### src/logic/mipsPkg.sv
package mipsPkg;

  // primary opcodes, bits 31:26
  typedef enum logic [5:0] {
    opSpecial = 6'b000000,  // register type, decoded by funct
    opRegimm  = 6'b000001,  // bgez / bltz, decoded by rt
    opJ       = 6'b000010,
    opJal     = 6'b000011,
    opBeq     = 6'b000100,
    opBne     = 6'b000101,
    opBlez    = 6'b000110,
    opBgtz    = 6'b000111,
    opAddiu   = 6'b001001,
    opSlti    = 6'b001010,
    opSltiu   = 6'b001011,
    opAndi    = 6'b001100,
    opOri     = 6'b001101,
    opLw      = 6'b100011,
    opSw      = 6'b101011
  } opcodeT;

  typedef enum logic [5:0] {
    fnJr   = 6'b001000,
    fnJalr = 6'b001001,
    fnAddu = 6'b100001,
    fnAnd  = 6'b100100,
    fnOr   = 6'b100101
  } functT;

  typedef enum logic [4:0] {
    riBltz = 5'b00000,
    riBgez = 5'b00001
  } regimmT;

  typedef enum logic [2:0] {
    sFetch  = 3'd0,
    sDecode = 3'd1,
    sExec1  = 3'd2,
    sExec2  = 3'd3,
    sExec3  = 3'd4,
    sHalted = 3'd5
  } stateT;

  // compare ops leave their answer in bit 0
  typedef enum logic [3:0] {
    aluAdd   = 4'd0,
    aluAnd   = 4'd1,
    aluOr    = 4'd2,
    aluSlt   = 4'd3,
    aluSltu  = 4'd4,
    aluEq    = 4'd5,
    aluLez   = 4'd6,
    aluLtz   = 4'd7,
    aluPassA = 4'd8,
    aluPassB = 4'd9
  } aluOpT;

  typedef struct packed {
    opcodeT     opcode;
    logic [4:0] rs;
    logic [4:0] rt;
    logic [4:0] rd;
    logic [4:0] shamt;
    functT      funct;
  } rFieldsT;

  typedef struct packed {
    opcodeT      opcode;
    logic [4:0]  rs;
    logic [4:0]  rt;
    logic [15:0] imm;
  } iFieldsT;

  typedef struct packed {
    opcodeT      opcode;
    logic [25:0] target;
  } jFieldsT;

  // one instruction word, three formats
  typedef union packed {
    rFieldsT rType;
    iFieldsT iType;
    jFieldsT jType;
  } instrT;

  typedef struct packed {
    logic       irWrite;
    logic       pcWrite;
    logic       regWrite;
    logic       memToReg;       // write back memory data
    logic       regDst;         // 1 selects rd, 0 selects rt
    logic       iorD;           // 1 addresses data via aluOut
    logic       aluSrcA;        // 0 pc, 1 regA
    logic [1:0] aluSrcB;        // regB, 4, imm, imm << 2
    aluOpT      aluOp;
    logic       aluOutSel;      // 1 takes the registered ALU result
    logic       extSign;
    logic       link;           // write back to r31 unless regDst
    logic       jumpSel;        // pending target from the 26-bit field
    logic       branchTake;     // load the pending target
    logic       branchPending;  // next fetch takes the pending target
  } ctrlT;

  typedef struct packed {
    logic [31:0] address;
    logic [31:0] writeData;
    logic        read;
    logic        write;
  } memReqT;

endpackage

### src/logic/mipsAlu.sv
`timescale 1ns/100ps

module mipsAlu (
  input  logic [31:0]    a,
  input  logic [31:0]    b,
  input  mipsPkg::aluOpT op,
  output logic [31:0]    result,
  output logic           zero
);

  logic lessSigned;
  logic lessUnsigned;

  assign lessSigned   = $signed(a) < $signed(b);
  assign lessUnsigned = a < b;

  always_comb begin
    case (op)
      mipsPkg::aluAdd: result = a + b;
      mipsPkg::aluAnd: result = a & b;
      mipsPkg::aluOr:  result = a | b;

      // set-less-than for slti and sltiu
      mipsPkg::aluSlt:  result = {31'b0, lessSigned};
      mipsPkg::aluSltu: result = {31'b0, lessUnsigned};

      // branch compares
      mipsPkg::aluEq:  result = {31'b0, a == b};
      mipsPkg::aluLez: result = {31'b0, a[31] || (a == 32'd0)};
      mipsPkg::aluLtz: result = {31'b0, a[31]};

      mipsPkg::aluPassA: result = a;  // jr / jalr target
      mipsPkg::aluPassB: result = b;
      default:           result = 32'd0;
    endcase
  end

  assign zero = (result == 32'd0);

endmodule

### src/logic/mipsControl.sv
`timescale 1ns/100ps

module mipsControl (
  input  logic           clk,
  input  logic           rstN,
  input  mipsPkg::instrT instr,
  input  logic           aluZero,
  input  logic           pcIsZero,
  input  logic           waitRequest,
  output mipsPkg::ctrlT  ctrl,
  output logic           read,
  output logic           write,
  output logic           active
);

  mipsPkg::stateT  state;
  mipsPkg::stateT  nextState;
  mipsPkg::opcodeT opcode;
  mipsPkg::functT  funct;
  logic pending;    // taken branch waiting for the delay slot fetch
  logic finish;     // current exec state ends the instruction
  logic zeroTakes;  // branch taken on a zero compare result
  logic immLogic;   // andi and ori zero-extend

  assign opcode   = instr.iType.opcode;
  assign funct    = instr.rType.funct;
  assign immLogic = (opcode == mipsPkg::opAndi) || (opcode == mipsPkg::opOri);
  assign active   = (state != mipsPkg::sHalted);

  always_ff @(posedge clk or negedge rstN) begin
    if (!rstN) begin
      state   <= mipsPkg::sFetch;
      pending <= 1'b0;
    end else begin
      state <= nextState;
      if (ctrl.branchTake) begin
        pending <= 1'b1;
      end else if (ctrl.pcWrite) begin
        pending <= 1'b0;  // delay slot fetched, pc took the target
      end
    end
  end

  always_comb begin
    ctrl               = '0;
    ctrl.aluOp         = mipsPkg::aluAdd;
    ctrl.branchPending = pending;
    read               = 1'b0;
    write              = 1'b0;
    finish             = 1'b0;
    zeroTakes          = 1'b0;
    nextState          = state;
    case (state)
      mipsPkg::sFetch: begin
        read         = 1'b1;
        ctrl.aluSrcB = 2'd1;  // pc + 4
        if (!waitRequest) begin
          ctrl.irWrite = 1'b1;
          ctrl.pcWrite = 1'b1;
          nextState    = mipsPkg::sDecode;
        end
      end
      mipsPkg::sDecode: begin
        // branch target lands in aluOut while operands are read
        ctrl.aluSrcB = 2'd3;
        ctrl.extSign = 1'b1;
        nextState    = mipsPkg::sExec1;
      end
      mipsPkg::sExec1, mipsPkg::sExec2, mipsPkg::sExec3: begin
        finish = 1'b1;
        case (opcode)
          mipsPkg::opSpecial: begin
            case (funct)
              mipsPkg::fnJr, mipsPkg::fnJalr: begin
                if (funct == mipsPkg::fnJalr && state == mipsPkg::sExec1) begin
                  ctrl.aluSrcB  = 2'd1;  // link is pc + 4
                  ctrl.link     = 1'b1;
                  ctrl.regDst   = 1'b1;
                  ctrl.regWrite = 1'b1;
                  finish        = 1'b0;
                end else begin
                  ctrl.aluSrcA    = 1'b1;
                  ctrl.aluOp      = mipsPkg::aluPassA;
                  ctrl.branchTake = 1'b1;
                end
              end
              default: begin
                ctrl.aluSrcA = 1'b1;
                ctrl.regDst  = 1'b1;
                if (funct == mipsPkg::fnAnd) begin
                  ctrl.aluOp = mipsPkg::aluAnd;
                end else if (funct == mipsPkg::fnOr) begin
                  ctrl.aluOp = mipsPkg::aluOr;
                end
                if (state == mipsPkg::sExec1) begin
                  finish = 1'b0;
                end else begin
                  ctrl.regWrite  = 1'b1;
                  ctrl.aluOutSel = 1'b1;
                end
              end
            endcase
          end
          mipsPkg::opAddiu, mipsPkg::opSlti, mipsPkg::opSltiu,
          mipsPkg::opAndi, mipsPkg::opOri: begin
            ctrl.aluSrcA = 1'b1;
            ctrl.aluSrcB = 2'd2;
            ctrl.extSign = !immLogic;
            case (opcode)
              mipsPkg::opSlti:  ctrl.aluOp = mipsPkg::aluSlt;
              mipsPkg::opSltiu: ctrl.aluOp = mipsPkg::aluSltu;
              mipsPkg::opAndi:  ctrl.aluOp = mipsPkg::aluAnd;
              mipsPkg::opOri:   ctrl.aluOp = mipsPkg::aluOr;
              default:          ctrl.aluOp = mipsPkg::aluAdd;
            endcase
            if (state == mipsPkg::sExec1) begin
              finish = 1'b0;
            end else begin
              ctrl.regWrite  = 1'b1;
              ctrl.aluOutSel = 1'b1;
            end
          end
          mipsPkg::opLw, mipsPkg::opSw: begin
            // same address every exec state so aluOut holds through stalls
            ctrl.aluSrcA = 1'b1;
            ctrl.aluSrcB = 2'd2;
            ctrl.extSign = 1'b1;
            if (state == mipsPkg::sExec1) begin
              finish = 1'b0;
            end else if (state == mipsPkg::sExec2) begin
              ctrl.iorD = 1'b1;
              read      = (opcode == mipsPkg::opLw);
              write     = (opcode == mipsPkg::opSw);
              finish    = (opcode == mipsPkg::opSw);
            end else begin
              ctrl.memToReg = 1'b1;
              ctrl.regWrite = 1'b1;
            end
          end
          mipsPkg::opBeq, mipsPkg::opBne, mipsPkg::opBlez,
          mipsPkg::opBgtz, mipsPkg::opRegimm: begin
            ctrl.aluSrcA   = 1'b1;
            ctrl.aluOutSel = 1'b1;  // target computed in decode
            case (opcode)
              mipsPkg::opBeq: ctrl.aluOp = mipsPkg::aluEq;
              mipsPkg::opBne: begin
                ctrl.aluOp = mipsPkg::aluEq;
                zeroTakes  = 1'b1;
              end
              mipsPkg::opBlez: ctrl.aluOp = mipsPkg::aluLez;
              mipsPkg::opBgtz: begin
                ctrl.aluOp = mipsPkg::aluLez;
                zeroTakes  = 1'b1;
              end
              default: begin
                ctrl.aluOp = mipsPkg::aluLtz;
                zeroTakes  = (instr.iType.rt == mipsPkg::riBgez);
              end
            endcase
            ctrl.branchTake = (aluZero == zeroTakes);
          end
          mipsPkg::opJ, mipsPkg::opJal: begin
            ctrl.jumpSel    = 1'b1;
            ctrl.branchTake = 1'b1;
            ctrl.aluSrcB    = 2'd1;
            ctrl.link       = (opcode == mipsPkg::opJal);
            ctrl.regWrite   = (opcode == mipsPkg::opJal);
          end
          default: ;  // unknown opcode retires as a nop
        endcase
        if ((read || write) && waitRequest) begin
          nextState = state;
        end else if (finish && pcIsZero) begin
          nextState = mipsPkg::sHalted;
        end else if (finish) begin
          nextState = mipsPkg::sFetch;
        end else if (state == mipsPkg::sExec1) begin
          nextState = mipsPkg::sExec2;
        end else begin
          nextState = mipsPkg::sExec3;
        end
      end
      mipsPkg::sHalted: nextState = mipsPkg::sHalted;  // parked until reset
      default: nextState = mipsPkg::sFetch;
    endcase
  end

  aStrobeExcl: assert property (@(posedge clk) disable iff (!rstN) !(read && write))
    else $error("read and write high together");

  aStateLegal: assert property (@(posedge clk) disable iff (!rstN)
    state inside {mipsPkg::sFetch, mipsPkg::sDecode, mipsPkg::sExec1,
                  mipsPkg::sExec2, mipsPkg::sExec3, mipsPkg::sHalted})
    else $error("illegal state %0d", state);

  // a store stays in EXEC2 until the memory accepts it
  aWriteExec2: assert property (@(posedge clk) disable iff (!rstN)
    write && waitRequest |=> write && (state == mipsPkg::sExec2))
    else $error("write dropped or left EXEC2 before it was accepted");

endmodule

### src/logic/mipsCore.sv
`timescale 1ns/100ps

module mipsCore #(
  parameter logic [31:0] resetAddr = 32'hbfc0_0000
) (
  input  logic            clk,
  input  logic            rstN,
  output mipsPkg::memReqT memReq,
  output logic [3:0]      byteEnable,
  input  logic [31:0]     readData,
  input  logic            waitRequest,
  output logic            active
);

  mipsPkg::ctrlT  ctrl;
  mipsPkg::instrT instr;
  logic aluZero;
  logic pcIsZero;

  mipsControl control_i (
    .clk         (clk),
    .rstN        (rstN),
    .instr       (instr),
    .aluZero     (aluZero),
    .pcIsZero    (pcIsZero),
    .waitRequest (waitRequest),
    .ctrl        (ctrl),
    .read        (memReq.read),
    .write       (memReq.write),
    .active      (active)
  );

  mipsDatapath #(
    .resetAddr (resetAddr)
  ) datapath_i (
    .clk       (clk),
    .rstN      (rstN),
    .ctrl      (ctrl),
    .readData  (readData),
    .address   (memReq.address),
    .writeData (memReq.writeData),
    .instr     (instr),
    .aluZero   (aluZero),
    .pcIsZero  (pcIsZero)
  );

  assign byteEnable = 4'b1111;  // word accesses only

endmodule

### src/logic/mipsDatapath.sv
`timescale 1ns/100ps

module mipsDatapath #(
  parameter logic [31:0] resetAddr = 32'hbfc0_0000
) (
  input  logic           clk,
  input  logic           rstN,
  input  mipsPkg::ctrlT  ctrl,
  input  logic [31:0]    readData,
  output logic [31:0]    address,
  output logic [31:0]    writeData,
  output mipsPkg::instrT instr,
  output logic           aluZero,
  output logic           pcIsZero
);

  logic [31:0] pc;
  logic [31:0] regA;
  logic [31:0] regB;
  logic [31:0] aluOut;
  logic [31:0] memData;
  logic [31:0] pendTarget;
  logic [31:0] rfDataA;
  logic [31:0] rfDataB;
  logic [31:0] extImm;
  logic [31:0] srcA;
  logic [31:0] srcB;
  logic [31:0] aluResult;
  logic [31:0] aluSel;
  logic [31:0] jumpTarget;
  logic [31:0] wbData;
  logic [4:0]  wbAddr;

  mipsRegFile regFile_i (
    .clk       (clk),
    .rstN      (rstN),
    .readAddrA (instr.rType.rs),
    .readAddrB (instr.rType.rt),
    .readDataA (rfDataA),
    .readDataB (rfDataB),
    .writeEn   (ctrl.regWrite),
    .writeAddr (wbAddr),
    .writeData (wbData)
  );

  mipsAlu alu_i (
    .a      (srcA),
    .b      (srcB),
    .op     (ctrl.aluOp),
    .result (aluResult),
    .zero   (aluZero)
  );

  assign extImm = ctrl.extSign ? {{16{instr.iType.imm[15]}}, instr.iType.imm}
                               : {16'd0, instr.iType.imm};

  // pc already points at the delay slot here
  assign jumpTarget = {pc[31:28], instr.jType.target, 2'b00};

  assign srcA = ctrl.aluSrcA ? regA : pc;

  always_comb begin
    case (ctrl.aluSrcB)
      2'd0:    srcB = regB;
      2'd1:    srcB = 32'd4;
      2'd2:    srcB = extImm;
      default: srcB = {extImm[29:0], 2'b00};  // branch offset
    endcase
  end

  assign aluSel = ctrl.aluOutSel ? aluOut : aluResult;
  assign wbData = ctrl.memToReg ? memData : aluSel;

  always_comb begin
    if (ctrl.regDst) begin
      wbAddr = instr.rType.rd;
    end else if (ctrl.link) begin
      wbAddr = 5'd31;
    end else begin
      wbAddr = instr.iType.rt;
    end
  end

  always_ff @(posedge clk or negedge rstN) begin
    if (!rstN) begin
      pc <= resetAddr;
    end else if (ctrl.pcWrite) begin
      pc <= ctrl.branchPending ? pendTarget : aluResult;
    end
  end

  always_ff @(posedge clk) begin
    if (ctrl.irWrite) begin
      instr <= readData;
    end
    if (ctrl.branchTake) begin
      pendTarget <= ctrl.jumpSel ? jumpTarget : aluSel;
    end
    regA    <= rfDataA;
    regB    <= rfDataB;
    aluOut  <= aluResult;
    memData <= readData;  // valid on the cycle after the accepted read
  end

  assign address   = ctrl.iorD ? aluOut : pc;
  assign writeData = regB;
  assign pcIsZero  = (pc == 32'd0);

  aPcAligned: assert property (@(posedge clk) disable iff (!rstN) pc[1:0] == 2'b00)
    else $error("pc %h not word aligned", pc);

endmodule

### src/logic/mipsRegFile.sv
`timescale 1ns/100ps

module mipsRegFile (
  input  logic        clk,
  input  logic        rstN,
  input  logic [4:0]  readAddrA,
  input  logic [4:0]  readAddrB,
  output logic [31:0] readDataA,
  output logic [31:0] readDataB,
  input  logic        writeEn,
  input  logic [4:0]  writeAddr,
  input  logic [31:0] writeData
);

  logic [31:0] regs [32];

  always_ff @(posedge clk or negedge rstN) begin
    if (!rstN) begin
      for (int i = 0; i < 32; i++) begin
        regs[i] <= 32'd0;
      end
    end else if (writeEn && writeAddr != 5'd0) begin
      regs[writeAddr] <= writeData;  // r0 never written, stays zero
    end
  end

  // combinational read ports
  assign readDataA = regs[readAddrA];
  assign readDataB = regs[readAddrB];

endmodule

### config.mk
export PLATFORM = sky130hd
export DESIGN_NAME = mipsCore
export DESIGN_NICKNAME = d
export VERILOG_FILES = /design/src/logic/mipsPkg.sv /design/src/logic/mipsAlu.sv /design/src/logic/mipsControl.sv /design/src/logic/mipsCore.sv /design/src/logic/mipsDatapath.sv /design/src/logic/mipsRegFile.sv
export SDC_FILE = /design/constraint.sdc
export NUM_CORES = 2
export LEC_CHECK = 0
export BUFFER_PORTS_ARGS = -buffer_cell sky130_fd_sc_hd__buf_2
export CORE_MARGIN = 4
export CORE_UTILIZATION = 50
export DETAILED_ROUTE_END_ITERATION = 7
export PLACE_DENSITY = 0.71
export SYNTH_ARGS = -nofsm -noshare
export SYNTH_HDL_FRONTEND = slang
export SYNTH_SLANG_ARGS = --single-unit
### constraint.sdc
create_clock -name clk -period 7.4 [get_ports clk]
set_input_delay 0.74 -clock clk [delete_from_list [all_inputs] [get_ports clk]]
set_output_delay 0.74 -clock clk [all_outputs]
set_load 0.01 [all_outputs]
==> key figures <==
STA
  – Final worst path period need: roughly 6.7 ns
  – Maximum clock rate: ~150 MHz
  – Worst-margin pin slew: about 1.2 ns
  – TNS Setup: 0 ns
  – Final period util: 90.7%
  – Pins Over Slew Limit: 0
  – Final Hold Viols: 0
  – Unrepaired setup endpoints after global routing: false
  – Slew margin rel.: roughly 18%
  – Final Skew: 0.0286 ns
  – Final setup viols: 0

Placement
  – Post-DP HPWL: roughly 130000 µm
  – Placed cells: roughly 7400
  – Port Buffers: 101
  – Placed cell area: just under 70000 µm²
  – Routability cong.: 1.03

Drt
  – Total Wirelength: roughly 220000 µm
  – Post-route DRC: 0
  – WL met2: a little under 100000 µm
  – Routed wire length per instance: around 29 µm
  – Wire length on met1: around 84000 µm
  – Highest metal used: met4
  – Vias: between 50000 and 60000
  – DRT antenna net count: 0
  – Met3 WL post-DR: 25300 µm
  – Drt via density: 6.58
  – First-pass DRT Iterations: 5
  – Initial DRC count: around 6500

Logic synthesis
  – Adder-Cell Fraction of Synth Area: 1.87%
  – Synth Cell Area: between 60000 and 70000 µm²
  – Synth area leader: dfrtp_1
  – Seq/Total Area, Yosys: between 40% and 50%
  – Async S/R FF share, synth: between 80% and 90%
  – Top FF cell, synth: dfrtp_1
  – Simple-Gate Fraction of Synth Area: 9.96%
  – Synth top area cells: dfrtp_1 (40%), mux4_2 (19%), a21oi_1 (4.6%)
  – Synth cell types: 94
  – Ys Warns: 0
  – Synth Area in XOR/XNOR: less than 1%
  – Mux contribution to synthesized area: a little under a quarter
  – EDFF count, synth: 64
  – Synth top area share: 40.2%
  – Largest family of logic cells by synthesized area: multiplexers
  – Synth Register Bits: between 1000 and 1500
  – Synthesized instance count: ~6000
  – Synth Area in Compound Gates: 12.9%
  – Synth Area per Inst: ~11 µm²

Die
  – Initial Util: 50.4%
  – Die Height: around 370 µm
  – Row count: approximately 130
  – I/O pin total: between 100 and 150
  – Die width: about 370 µm
  – Core Region: 130000 µm²
  – Die ar.: roughly 140000 µm²

Clocking
  – CTS max path bufs: 3
  – Clk slew on worst S/H paths: about 0.06 ns
  – CTS Buf Count: 133
  – Htree depth: 4
  – CTS tree: yes
  – # clock sinks: about 1300
  – Clk_lat worst skew: about 0.78 ns
  – Root Driver: clkbuf_16

Global routing
  – First-pass GRT wire length: around 330000 µm
  – Vias in the first global route: between 40000 and 50000
  – Largest net degree at the start of global routing: roughly 150
  – Initial antenna violation count: 6
  – GRT overflow: 0
  – GRT Util Overall: 32.2%

Layout
  – Non-Filler Instances: ~7600
  – Area grow syn2layout: 9.79%
  – Design area: approximately 72000 µm²
  – Share of cells above drive strength 1: a little over a fifth
  – Nets: between 5000 and 6000

Worst hold path
  – Hold path start: readData[9]
  – Hold depth: 1
  – Worst hold path class: in2reg
  – Hold Path Sink: datapath_i.memData[9]$_DFF_P_

Run status
  – Outcome: complete, no violations

Critical path
  – R2r setup slk: 0.69 ns
  – WP data arrival: between 7 and 8 ns
  – CP required: roughly 7.9 ns
  – Type of origin of the critical path: flop
  – Worst-path maximum fanout: 24
  – Reg2Reg Launch Point: datapath_i.instr[27]$_DFFE_PP_
  – Crit. End Element: flop
  – R2R depth: 22
  – Worst r2r dst: datapath_i.pendTarget[9]$_DFFE_PP_
  – Setup CP Type: reg2reg

Power and ir drop
  – Pwr Total: approximately 0.025 W
  – Lkg Pwr: around 31 nW
  – VDD IR max: about 0.39 mV
  – Pwr dens: roughly 350 nW/µm²

Run
  – Max-cap viol count: 0
-- sequential cells by signal, indices dropped and copies added, names as in the netlist --
register	cells
control_i.pending	1
datapath_i.regA	32
datapath_i.memData	32
datapath_i.pc	32
datapath_i.regFile_i.regs	1024
datapath_i.instr	32
datapath_i.pendTarget	32
datapath_i.aluOut	32
datapath_i.writeData	32
control_i.state	3
-- through the flow --
step / hold slack [ns] / utilization, % / setup slack [ns]
floorplan: 0.441 / - / 0.135
global placement: 0.377 / 52.0 / 0.831
detailed placement: 0.382 / 52.0 / 0.719
CTS: 0.0407 / 55.4 / 0.700
global route: 0.0575 / 55.4 / 0.286
finish: 0.0826 / 55.4 / 0.692
-- kinds of logic (layout without fill, tap and decap cells) --
logic type                 after synthesis  after routing
AOI/OAI and AO/OA                     1501           1501
xor gates and xnor gates                22             22
adders and majority gates               97             97
buffers and inverters                  700            603
DFF                                   1252           1252
muxes                                  820            820
other                                    1             11
and+or+nand+nor                       1585           1585
-- cells in the mapped netlist (96+ instances only) --
cell type	count
clkbuf_1	414
o21ai_0	586
inv_1	100
dfrtp_1	1051
mux2_2	108
ha_1	96
dfxtp_1	128
mux2i_1	163
nand2_1	784
mux4_2	546
a21oi_1	599
nor2_1	608
-- layer usage --
metal | GRT usage (%) | up-vias
li1 | - | 21200
met1 | 44.1 | 25400
met2 | 48.7 | 2970
met3 | 8.12 | 665
met4 | 15.4 | 0
met5 | 0 | -
-- cells in the final DEF (no fill, tap or decap), types with 96 or more instances in the layout --
| cell | netlist | routed |
|---|---|---|
| clkbuf_16 | 0 | 136 |
| buf_4 | 9 | 144 |
| a21oi_1 | 599 | 591 |
| mux4_2 | 546 | 546 |
| nor2_1 | 608 | 605 |
| buf_2 | 74 | 100 |
| o21ai_0 | 586 | 586 |
| dfxtp_1 | 128 | 128 |
| inv_1 | 100 | 99 |
| mux2_2 | 108 | 108 |
| dfrtp_1 | 1051 | 1050 |
| nand2_1 | 784 | 766 |
| mux2i_1 | 163 | 139 |
| ha_1 | 96 | 96 |
-- worst max-delay path by stage --
stage               cells past startpoint  slack (ns)                                      to                      startpoint
finish                                 22        0.69      datapath_i.pendTarget[9]$_DFFE_PP_  datapath_i.instr[27]$_DFFE_PP_
global route                           23        0.29      datapath_i.pendTarget[9]$_DFFE_PP_  datapath_i.instr[27]$_DFFE_PP_
CTS                                    22        0.70      datapath_i.pendTarget[9]$_DFFE_PP_  datapath_i.instr[27]$_DFFE_PP_
detailed placement                     22        0.72     datapath_i.pendTarget[11]$_DFFE_PP_  datapath_i.instr[27]$_DFFE_PP_
global placement                       22        0.83     datapath_i.pendTarget[11]$_DFFE_PP_  datapath_i.instr[27]$_DFFE_PP_
floorplan                              22        0.14  datapath_i.pendTarget[0]$_SDFFCE_PP0P_  datapath_i.instr[28]$_DFFE_PP_
-- report_power, final --
group / total [W] / switching [W] / internal [W]
logic: 0.0100 / 0.00687 / 0.00314
clock network: 0.00674 / 0.00285 / 0.00389
registers: 0.00811 / 0.000598 / 0.00751
total: 0.0249 / 0.0103 / 0.0145
-- worst max-delay path, stage by stage, from the launching register on --
cell	delay, ns
edfxtp_1	0.69
nor2_1	0.19
o21a_1	0.22
o22ai_1	0.14
nand2b_1	0.15
nand2b_1	0.41
and3_1	0.29
buf_4	0.20
a22oi_1	0.42
ha_1	0.34
nand2b_1	0.19
a21o_1	0.23
a2111oi_0	0.44
buf_4	0.18
a211oi_1	0.06
xnor2_1	0.14
a221o_1	0.39
nor3_1	0.39
and4b_1	0.29
nand4_1	0.10
nor3_2	0.33
mux2i_4	0.35
buf_12	0.22
-- timing repair --
| action | CTS | global route |
|---|---|---|
| hold buffers | 1 | 0 |
| endpoints found under the hold margin | 55 | 0 |
| setup buffers | 0 | 0 |
| resized for setup | 0 | 0 |
-- layout make-up --
cell class | count | area (µm²)
Multi-Input combinational cell | 4029 | 31900
Inverter | 101 | 379
Sequential cell | 1252 | 31000
Antenna cell | 7 | 17.5
Clock inverter | 44 | 468
Fill cell | 10700 | 57900
Tap cell | 1742 | 2180
Clock buffer | 198 | 3920
Timing Repair Buffer | 260 | 1890
Note: power is estimated with default switching activity, not from simulation.
